<file path="src/icache_cfg_pkg.sv">
// instruction cache configuration
// geometry constants, address field types and controller states
`default_nettype none

package icache_cfg_pkg;

  // geometry: two ways, sixteen sets, 16-byte lines
  localparam int unsigned NUM_WAYS    = 2;
  localparam int unsigned NUM_SETS    = 16;
  // upper half of the address space is I/O
  localparam int unsigned NC_ADDR_BIT = 31;
  // nonzero start value for the replacement lfsr
  localparam logic [7:0]  LFSR_SEED   = 8'hA5;

  // physical fetch address
  typedef logic [31:0] paddr_t;
  // address bits 31..8
  typedef logic [23:0] tag_t;
  // address bits 7..4
  typedef logic [3:0]  set_idx_t;
  // word within the line, bits 3..2
  typedef logic [1:0]  word_off_t;

  typedef logic [31:0]  fetch_word_t;
  typedef logic [127:0] line_t;

  // one bit per way, and a binary way number
  typedef logic [1:0] way_vec_t;
  typedef logic [0:0] way_idx_t;

  // controller states
  typedef enum logic [1:0] {
    IDLE,
    READ,
    MISS,
    FLUSH
  } ctrl_state_e;

endpackage

`default_nettype wire

</file>
<file path="src/icache_fetch_in.sv">
// instruction cache input side
// holds the accepted fetch address and splits it into its fields
`timescale 1ns/1ps
`default_nettype none

module icache_fetch_in import icache_cfg_pkg::*; (
  input  wire logic      clk_i,
  input  wire logic      rst_ni,
  input  wire logic      req_i,
  input  wire logic      ready_i,
  input  wire paddr_t    addr_i,
  input  wire logic      cache_en_i,
  output tag_t           tag_o,
  output set_idx_t       set_o,
  output word_off_t      off_o,
  output logic           nc_o,
  output set_idx_t       rd_set_o
);

  paddr_t addr_q;
  logic   accept;

  // handshake with the fetch unit
  assign accept = req_i & ready_i;

  // latch the address in case we stall on a miss
  always_ff @(posedge clk_i or negedge rst_ni) begin : p_addr
    if (!rst_ni) begin
      addr_q <= '0;
    end else if (accept) begin
      addr_q <= addr_i;
    end
  end

  // array read index bypasses the register on accept
  assign rd_set_o = accept ? addr_i[7:4] : addr_q[7:4];

  // fields of the held address
  assign tag_o = addr_q[31:8];
  assign set_o = addr_q[7:4];
  assign off_o = addr_q[3:2];

  // I/O space or disabled cache goes the non-cacheable way
  assign nc_o = ~cache_en_i | addr_q[NC_ADDR_BIT];

endmodule

`default_nettype wire

</file>
<file path="config.mk">
export PLATFORM = sky130hd
export DESIGN_NAME = icache_fetch_in
export DESIGN_NICKNAME = d
export VERILOG_FILES = /design/src/icache_cfg_pkg.sv /design/src/icache_fetch_in.sv
export SDC_FILE = /design/constraint.sdc
export NUM_CORES = 1
export LEC_CHECK = 0
export BUFFER_PORTS_ARGS = -buffer_cell sky130_fd_sc_hd__buf_4
export CAP_MARGIN = 20
export CORE_ASPECT_RATIO = 1.1
export CORE_MARGIN = 5
export CORE_UTILIZATION = 39
export CTS_BUF_LIST = sky130_fd_sc_hd__clkbuf_16
export CTS_CLUSTER_DIAMETER = 30
export DETAILED_ROUTE_END_ITERATION = 8
export PLACE_DENSITY = 0.72
export SKIP_LAST_GASP = 1
export SYNTH_ARGS = -nofsm -noshare
export SYNTH_HDL_FRONTEND = slang
export SYNTH_SLANG_ARGS = --single-unit
</file>
<file path="constraint.sdc">
create_clock -name clk_i -period 1.2 [get_ports clk_i]
set_clock_uncertainty 0.15 [all_clocks]
set_input_delay 0.24 -clock clk_i [delete_from_list [all_inputs] [get_ports clk_i]]
set_output_delay 0.24 -clock clk_i [all_outputs]
set_load 0.02 [all_outputs]
</file>
# Word level (Yosys, flattened, before mapping)
# Cells that the tools add are included.
[op_classes]
bitwise_logic = 3
mux = 1
[op_table]
columns = ["cell", "n"]
rows = [
  ["$mux 4", 1],
  ["$and 1x1->1", 1],
  ["$not 1->1", 1],
  ["$or 1x1->1", 1],
]
[word_totals]
wordCells = 5
reg_bits = 32

# Logic depth before layout (Yosys ltp)
# Gate-level depths: netlist of run 1.
[logic_depth]
depth_word = 2
depth_mapped = 3
ltp_nobuf = 2

# Worst setup path after synthesis of run 1
# OpenSTA, ideal clock, no wires.
[synth_path]
kind = "input-to-output"
start = "in req_i"
end = "out rd_set_o[0]"
stages = 3
t_required_ns = 0.810
arrival_ns = 0.898
setup_slack_ns = -0.088
cell_sequence = "nand2_2 buf_6 mux2_4"
[synth_via]
elab_chain_cells = 2
[synth_lines]
columns = ["item", "line_no", "rtl"]
rows = [
  ["start: declaration", "icache_fetch_in.sv:9", "input wire logic req_i,"],
  ["$and 1x1->1", "icache_fetch_in.sv:24", "assign accept = req_i & ready_i;"],
  ["$mux 4", "icache_fetch_in.sv:36", "assign rd_set_o = accept ? addr_i[7:4] : addr_q[7:4];"],
  ["end: declaration", "icache_fetch_in.sv:17", "output set_idx_t rd_set_o"],
]
# Every way passes these cells.

# Worst setup path in the final report of run 1
[layout_path]
start = "reg addr_q[7]"
end = "out rd_set_o[3]"
[layout_via]
elab_chain_cells = 1
[layout_lines]
columns = ["item", "line_no", "rtl"]
rows = [
  ["start: declaration", "icache_fetch_in.sv:20", "paddr_t addr_q;"],
  ["start signal: assignment", "icache_fetch_in.sv:31", "addr_q <= addr_i;"],
  ["$mux 4", "icache_fetch_in.sv:36", ""],
]
# Every way passes these cells.

==> results of run 1 <==
[critical path, stage by stage (launching register included)]
cell and delay, ns:
dfrtp_1 0.39, mux2_4 0.27, buf_6 0.13
[Yosys cell counts]
library cell | instances | area (um2)
mux2_2 | 4 | 45.0
nand2b_1 | 1 | 6.26
mux2_4 | 30 | 450
buf_6 | 3 | 33.8
nand2_2 | 1 | 6.26
dfrtp_1 | 30 | 751
[path summary, 6_finish.rpt]
kind                            start           to  slack, ns  cells after the start
min in group asynchronous      rst_ni   addr_q[24]       0.28                      2
max in group asynchronous      rst_ni   addr_q[11]       0.34                      2
max                         addr_q[7]  rd_set_o[3]      -0.24                      2
min reg2reg                addr_q[11]   addr_q[11]       0.39                      1
min                        addr_i[19]   addr_q[19]       0.05                      2
max reg2reg                addr_q[25]   addr_q[25]       0.04                      3
[metrics by stage]
stage,power (mW),TNS (ns),utilization (%)
2_1_floorplan,1.78,0,-
3_3_place_gp,2.22,-1.29,58.2
3_5_place_dp,2.24,-1.68,58.2
4_1_cts,3.60,-1.59,68.9
5_1_grt,3.88,-2.30,72.8
6_report,3.71,-1.75,72.8
[routing by layer]
layer | vias up | global-route usage (%) | wire length (um)
li1 | 451 | - | -
met1 | 467 | 16.5 | 1120
met2 | 43 | 24.5 | 1840
met3 | 6 | 4.50 | 278
met4 | 0 | 9.62 | 69
met5 | - | 0 | 0
[power by group through the flow]
stage	logic (mW)	clock network [mW]	registers [mW]
final	1.28	1.15	1.28
after global routing	1.35	1.23	1.30
after CTS	1.17	1.16	1.26
after detailed placement	0.975	0	1.27
after global placement	0.963	0	1.26
after floorplan	0.329	0	1.45
[final cells by class]
class	count	area (um2)	area share (%)
Clock buffer	5	125	5.25
Clock inverter	3	12.5	0.525
Multi-Input combinational cell	36	529	22.2
Sequential cell	30	751	31.5
Tap cell	36	45.0	1.89
Timing Repair Buffer	100	921	38.6
[logic make-up (layout without fill, tap and decap cells)]
kind of cell / Yosys count / in the layout / share of synthesized area (%)
flip-flops: 30 / 30 / 58.1
multiplexers: 34 / 34 / 38.3
buffers and inverters: 3 / 108 / 2.61
AND/OR/NAND/NOR: 2 / 2 / 0.969
[timing repair]
item,4_1_cts,5_1_grt
hold endpoints to repair,30,0
hold buffers,1,0
setup buffers,14,11
endpoints found under the setup margin,29,35
gates resized for setup,25,15
gates cloned,0,0
==> key figures, run 1 <==
Timing
  – Slew at the pin closest to its max-slew limit: 0.369 ns
  – Final Hold Fails: 0
  – Max Fclk: 694 MHz
  – RSZ-0062 raised after global routing: yes
  – Fin Hold WS: 0.0492 ns
  – Tmin final: 1.44 ns
  – Period utilisation layout: 120%
  – # setup viols final: 11
  – Setup ws final: -0.241 ns
  – Slew Limit Fails: 0
  – Max-Slew Margin vs Limit: 75.4%

Route
  – DR pass1 iterations: 2
  – DRT iter0 DRCs: 35
  – Vias per cell: 4.60
  – WL/cell: 15.8 um
  – DRC violations left: 0
  – Final ANT Viol Nets: 0
  – Vias: 967
  – Final WL: 3310 um

Clocking
  – CTS clk-pin slew, worst paths: 0.05 ns
  – Bufs on Longest Clock Path: 2
  – Root buf cell: clkbuf_16
  – Worst skew pair latency: 0.27 ns
  – TritonCTS clock tree: built
  – Clk sinks: 30
  – TritonCTS Buffers: 5
  – H-tree lvl count: 2

Finish
  – Biggest register: addr_q
  – Synth-to-Final Area Change: 84.4%
  – Fin area: 0.00238 mm2
  – Filler instances: 211
  – Largest regs: addr_q (30)
  – Ant. Diodes: 0
  – NumNets Final: 210
  – Post-Layout Cell Count: 210
  – Leading cell type in the layout, fill and taps excluded: buf_4
  – Layout cell share with drive strength beyond 1: 81.0%
  – Largest register FFs: 30
  – Most frequent cells in the layout: buf_4 (59), buf_6 (38), mux2_4 (30), dfrtp_1 (30), clkbuf_16 (5)

Setup path
  – Worst Path Max Fanout: 2
  – Startpoint Class: flip-flop
  – Setup CP Type: reg -> out
  – Arr. time, crit path: 1.05 ns
  – Crit. End Element: primary output
  – Worst EP required: 0.81 ns

Synth
  – Ys Warns: 0
  – Net Count, Synth: 106
  – Synth unique cells: 6
  – Synth Register Bits: 30
  – Seq/Total Area, Yosys: 58.1%
  – Mapped Area: 0.00129 mm2
  – Post-synthesis cell count: 69
  – Post-synthesis average cell area: 18.7 um2

Power and ir drop
  – Combinational group share of total power: 34.6%
  – Clk network pwr share: 31.0%
  – Sw frac: 26.7%
  – Peak supply drop: 0.908 mV
  – Leakage power: 1.26 nW
  – Sequential share of power: 34.5%
  – Pint: 2.72 mW
  – Power Dens Cells: 1560 mW/mm2
  – NetSw: 0.992 mW

Global route
  – Antenna violations before repair: 0
  – Global-route wire length before repair: 5040 um
  – Largest net degree at the start of global routing: 31
  – Vias in the first global route: 1027
  – Overflow left after global routing: 0
  – Total track usage: 14.9%

Die
  – Core area: 0.00328 mm2
  – IO Count: 72
  – Starting density of the core: 39.5%
  – Chip width: 64.9 um
  – Die Height: 70.4 um
  – Row Count: 22
  – Die footprint: 0.00457 mm2

Run status
  – Outcome: finished, violations left
  – Failing checks: setup timing

Placement
  – Port bufs: 69
  – Placer Congestion: 0.656
  – Post-Place Cells: 177
  – HPWL after DPL: 2210 um
  – Post-place instance area: 0.00191 mm2
  – Setup slack at placement: -0.134 ns

Hold path
  – Worst hold path type: in -> reg

Flow run
  – Maxcap violations: 0
Power figures use the tool's default switching activity.
==> run 2, diff against run 1 <==
--- a/config.mk
+++ b/config.mk
@@ -8,7 +8,6 @@
 export BUFFER_PORTS_ARGS = -buffer_cell sky130_fd_sc_hd__buf_4
 export CAP_MARGIN = 20
 export CORE_ASPECT_RATIO = 1.1
-export CORE_MARGIN = 5
 export CORE_UTILIZATION = 39
 export CTS_BUF_LIST = sky130_fd_sc_hd__clkbuf_16
 export CTS_CLUSTER_DIAMETER = 30
==> key figures, run 2 (same netlist as run 1, synthesis figures left out) <==
Run status
  – Outcome: finished, violations left
  – Failing checks: DRC, setup timing

Power and ir drop
  – Peak supply drop: 1.12 mV (+24%)
  – Leakage power: 1.25 nW (-0.57%)
  – Power Dens Cells: 1570 mW/mm2 (+0.78%)
  – Final Total Pwr: 3.71 mW (about the same)

Setup path
  – R2R Path End: addr_q[10]
  – R2R setup slack: 0.04 ns (about the same)
  – Worst EP required: 0.81 ns (about the same)
  – Worst Path Max Fanout: 2 (unchanged)
  – Crit. End Element: primary output
  – Arr. time, crit path: 1.06 ns (about the same)
  – Setup CP Type: reg -> out
  – Depth of the most critical reg-to-reg path: 3 (unchanged)
  – Crit path from: addr_q[5]
  – R2r startpoint: addr_q[10]
  – Startpoint Class: flip-flop

Timing
  – Fin Hold WS: 0.0479 ns (-0.00123 ns)
  – Slew Limit Fails: 0 (unchanged)
  – Slew at the pin closest to its max-slew limit: 0.389 ns (+0.0205 ns)
  – # setup viols final: 11 (unchanged)
  – Max-Slew Margin vs Limit: 74.1% (-1.4 points)
  – Setup ws final: -0.246 ns (-0.00535 ns)
  – Setup_tns: -1.85 ns (-0.0966 ns)
  – Period utilisation layout: 121% (+0.45 points)
  – Final Hold Fails: 0 (unchanged)
  – Tmin final: 1.45 ns (+0.00535 ns)
  – Max Fclk: 691 MHz (-0.37%)
  – RSZ-0062 raised after global routing: yes

Flow run
  – Maxcap violations: 0 (unchanged)

Global route
  – Global-route wire length before repair: 4990 um (-0.97%)
  – Vias in the first global route: 1030 (+0.29%)
  – Overflow left after global routing: 0 (unchanged)
  – Largest net degree at the start of global routing: 31 (unchanged)
  – Total track usage: 18.9% (+3.9 points)
  – Antenna violations before repair: 0 (unchanged)

Finish
  – Synth-to-Final Area Change: 83.0%
  – NumNets Final: 210 (unchanged)
  – Largest register FFs: 30 (unchanged)
  – Biggest register: addr_q
  – Most frequent cells in the layout: buf_4 (61), buf_6 (37), mux2_4 (30), dfrtp_1 (30), clkbuf_16 (5)
  – Largest regs: addr_q (30)
  – Layout cell share with drive strength beyond 1: 81.0% (unchanged)
  – Ant. Diodes: 0 (unchanged)
  – Leading cell type in the layout, fill and taps excluded: buf_4
  – Filler instances: 195 (-7.6%)

Route
  – Final WL: 3150 um (-4.7%)
  – DRC violations left: 6 (+6)
  – WL/cell: 15.2 um (-3.8%)
  – Vias per cell: 4.64 (+0.75%)
  – DR pass1 iterations: 5 (+3)
  – Vias: 965 (-0.21%)
  – Final ANT Viol Nets: 0 (unchanged)
  – DRT iter0 DRCs: 32 (-8.6%)

Clocking
  – Worst skew pair latency: 0.27 ns (about the same)
  – H-tree lvl count: 2 (unchanged)
  – CTS clk-pin slew, worst paths: 0.05 ns (about the same)
  – TritonCTS Buffers: 5 (unchanged)
  – Root buf cell: clkbuf_16
  – Clk sinks: 30 (unchanged)
  – TritonCTS clock tree: built
  – Bufs on Longest Clock Path: 2 (unchanged)

Die
  – Core area: 0.00310 mm2 (-5.3%)
  – Row Count: 21 (-4.5%)
  – Chip width: 56.9 um (-12%)
  – Die footprint: 0.00355 mm2 (-22%)
  – IO Count: 72 (unchanged)
  – Starting density of the core: 41.7% (+2.2 points)
  – Die Height: 62.4 um (-11%)

Hold path
  – Worst hold path type: in -> reg
  – Hold Startpoint: addr_i[22]
  – WHS Endpoint: addr_q[22]
  – WHS Path Cells: 2 (unchanged)

Placement
  – Placer Congestion: 0.735 (+12%)
  – HPWL after DPL: 2090 um (-5.1%)
  – Port bufs: 69 (unchanged)
==> run 2: cell counts in the layout (fill, tap and decap cells not counted) <==
No cell type changed its count.
==> run 2: cell type report <==
class	count	area, um2	share of cell area (%)
tap	34	42.5	1.80
sequential	30	751	31.7
clock buffer	5	125	5.29
multi-input combinational	36	529	22.4
clock inverter	3	12.5	0.529
timing repair buffer	100	905	38.3
==> run 2: how the worst max path moves through the flow <==
stage | end | slack (ns) | depth (start not counted)
after global routing | rd_set_o[1] | -0.26 | 2
after floorplan | rd_set_o[0] | 0.009 | 3
after CTS | rd_set_o[1] | -0.25 | 2
final | rd_set_o[1] | -0.25 | 2
after detailed placement | addr_q[29] | -0.15 | 4
after global placement | rd_set_o[2] | -0.14 | 4
==> run 2: per-layer routing <==
layer	vias up	part of all wire [%]	track usage, %
met2	36	55	31.5
met5	-	0	0
li1	448	-	-
met3	5	6.3	8.28
met1	476	38	21.4
met4	0	0.79	6.40
==> run 2: stage by stage <==
step / std cells / setup slack [ns] / instance area (um2) / utilization (%)
after floorplan: 69 / 0.00869 / 1310 / -
after global placement: 177 / -0.138 / 1910 / 61.5
after detailed placement: 177 / -0.149 / 1910 / 61.5
after CTS: 199 / -0.246 / 2250 / 72.5
after global routing: 208 / -0.261 / 2360 / 76.3
final: 208 / -0.246 / 2360 / 76.3
==> run 2: what timing repair did <==
action                                  CTS  global route
resized for setup                        25            14
hold buffers                              1             0
cloned                                    0             0
endpoints found under the hold margin    30             0
endpoints found under the setup margin   28            33
setup buffers                            13            10
==> run 2: where the power goes <==
| group | internal [mW] | leakage [nW] | switching (mW) |
|---|---|---|---|
| clock network | 0.747 | 0.0724 | 0.419 |
| registers | 1.17 | 0.352 | 0.106 |
| logic | 0.795 | 0.828 | 0.476 |
| total | 2.71 | 1.25 | 1.00 |
==> run 2: worst max-delay path: stages, from the launching register on <==
cell,delay (ns)
dfrtp_1,0.38
mux2_4,0.27
buf_6,0.13
==> run 3, diff against run 2 <==
==> constraint.sdc (replaced) <==
create_clock -name clk_i -period 1.2 [get_ports clk_i]
set_clock_uncertainty 0.15 [all_clocks]
set_input_delay 0.24 -clock clk_i [delete_from_list [all_inputs] [get_ports clk_i]]
set_output_delay 0.24 -clock clk_i [all_outputs]
set_load 0.01 [all_outputs]
==> key figures, run 3 (same netlist as run 1, synthesis figures left out) <==
Run status
  – Outcome: finished, violations left
  – Failing checks: DRC, setup timing

Placement
  – HPWL after DPL: 1950 um (-6.7%)
  – Port bufs: 69 (unchanged)
  – Post-Place Cells: 173 (-2.3%)
  – Placer Congestion: 0.701 (-4.6%)

Setup path
  – Critical-path top delay cell: dfrtp_1
  – Crit path from: addr_q[6]
  – R2R Path End: addr_q[31]
  – Crit. End Element: primary output
  – Worst Path Max Fanout: 2 (unchanged)
  – Startpoint Class: flip-flop
  – Arr. time, crit path: 1.05 ns (about the same)
  – Setup CP Type: reg -> out
  – R2r startpoint: addr_q[31]
  – R2R setup slack: 0.15 ns (+0.11 ns)
  – Critical Path, Cell by Cell: mux2_4 > buf_6
  – Crit path to: rd_set_o[2]
  – Depth of the most critical reg-to-reg path: 2 (-1)
  – Crit path largest cell delay: 0.39 ns (about the same)
  – Worst EP required: 0.81 ns (about the same)

Global route
  – Antenna violations before repair: 0 (unchanged)
  – Overflow left after global routing: 0 (unchanged)
  – Total track usage: 17.6% (-1.3 points)
  – Global-route wire length before repair: 4780 um (-4.1%)
  – Largest net degree at the start of global routing: 31 (unchanged)
  – Vias in the first global route: 1009 (-2.0%)

Power and ir drop
  – Combinational group share of total power: 29.1% (-5.2 points)
  – Leakage power: 1.18 nW (-5.8%)
  – Sw frac: 23.9% (-3.0 points)
  – Sequential share of power: 37.3% (+3.0 points)
  – Peak supply drop: 0.952 mV (-15%)
  – NetSw: 0.812 mW (-19%)
  – Clk network pwr share: 33.7% (+2.3 points)
  – Power Dens Cells: 1540 mW/mm2 (-1.9%)
  – Pint: 2.58 mW (-4.7%)

Finish
  – Biggest register: addr_q
  – Synth-to-Final Area Change: 70.7%
  – Layout cell share with drive strength beyond 1: 79.8% (-1.3 points)
  – Filler instances: 225 (+15%)
  – Largest regs: addr_q (30)
  – Core Util, Final: 71.1% (-5.1 points)
  – NumNets Final: 199 (-5.2%)
  – Leading cell type in the layout, fill and taps excluded: buf_4
  – Post-Layout Cell Count: 197 (-5.3%)
  – Largest register FFs: 30 (unchanged)
  – Ant. Diodes: 0 (unchanged)
  – Most frequent cells in the layout: buf_4 (68), mux2_4 (30), dfrtp_1 (30)

Route
  – Final ANT Viol Nets: 0 (unchanged)
  – WL/cell: 15.2 um (+0.29%)
  – Vias: 920 (-4.7%)
  – DR pass1 iterations: 5 (unchanged)
  – DRT iter0 DRCs: 14 (-56%)
  – Vias per cell: 4.67 (+0.66%)
  – DRC violations left: 5 (-1)
  – Final WL: 3000 um (-5.0%)

Hold path
  – Worst hold path type: in -> reg
  – Hold Startpoint: addr_i[24]

Die
  – Die Height: 62.4 um (unchanged)
  – IO Count: 72 (unchanged)
  – Chip width: 56.9 um (unchanged)
  – Starting density of the core: 41.7% (unchanged)
  – Core area: 0.00310 mm2 (unchanged)
  – Die footprint: 0.00355 mm2 (unchanged)
  – Row Count: 21 (unchanged)

Timing
  – RSZ-0062 raised after global routing: yes
  – Setup ws final: -0.238 ns (+0.00842 ns)
  – Final Hold Fails: 0 (unchanged)
  – Fin Hold WS: 0.0499 ns (+0.00195 ns)
  – Slew at the pin closest to its max-slew limit: 0.390 ns (+0.000821 ns)
  – Max Fclk: 696 MHz (+0.59%)
  – Slew Limit Fails: 0 (unchanged)
  – Setup_tns: -1.41 ns (+0.442 ns)
  – Tmin final: 1.44 ns (-0.00842 ns)
  – # setup viols final: 9 (-2)
  – Max-Slew Margin vs Limit: 74.0% (about the same)
  – Period utilisation layout: 120% (-0.70 points)

Clocking
  – TritonCTS Buffers: 5 (unchanged)
  – H-tree lvl count: 2 (unchanged)
  – CTS clk-pin slew, worst paths: 0.05 ns (about the same)
  – Worst skew pair latency: 0.27 ns (about the same)
  – Bufs on Longest Clock Path: 2 (unchanged)
  – Root buf cell: clkbuf_16
  – Clk sinks: 30 (unchanged)
  – TritonCTS clock tree: built

Flow run
  – Maxcap violations: 0 (unchanged)
## run 3: worst min path at each step
stage                       to  slack (ns)  depth (start not counted)
floorplan           addr_q[10]       -0.21                          0
global placement    addr_q[23]        0.03                          1
detailed placement  addr_q[23]        0.04                          1
CTS                 addr_q[24]        0.05                          2
global route        addr_q[24]        0.05                          2
finish              addr_q[24]        0.05                          2
## run 3: critical path, delay by kind of cell, from the launching register on
family | cells | cell delay, ns
buffers and inverters | 1 | 0.12
flip-flops | 1 | 0.39
multiplexers | 1 | 0.27
## run 3: cell type report
| class | count | area [um2] | area share (%) |
|---|---|---|---|
| clock buffer | 5 | 125 | 5.67 |
| timing repair buffer | 89 | 754 | 34.2 |
| sequential | 30 | 751 | 34.0 |
| clock inverter | 3 | 12.5 | 0.567 |
| tap | 34 | 42.5 | 1.93 |
| multi-input combinational | 36 | 520 | 23.6 |
## run 3: layer usage
layer	share of wire, %	GRT usage (%)	vias up
met5	0	0	-
met4	1.1	6.10	0
met3	5.3	5.18	5
met2	56	31.6	33
met1	38	19.4	457
li1	-	-	425
## run 3: power by group through the flow
stage,logic (mW),registers [mW],clock network [mW]
finish,0.986,1.26,1.14
global route,1.05,1.28,1.20
CTS,0.863,1.26,1.16
detailed placement,0.803,1.27,0
global placement,0.784,1.26,0
floorplan,0.308,1.33,0
## run 3: repair_timing
item                                   in CTS  in global routing
hold buffers                                1                  0
setup endpoints to repair                   8                 24
endpoints found under the hold margin      30                  0
setup buffers                               3                 12
pin swaps                                   0                  0
gates resized for setup                     8                 12
## run 3: metrics by stage
| stage | setup WS [ns] | area [um2] | power (mW) |
|---|---|---|---|
| CTS | -0.243 | 2070 | 3.28 |
| floorplan | 0.00161 | 1300 | 1.64 |
| finish | -0.238 | 2210 | 3.39 |
| detailed placement | -0.162 | 1870 | 2.07 |
| global placement | -0.140 | 1870 | 2.05 |
| global route | -0.270 | 2210 | 3.53 |
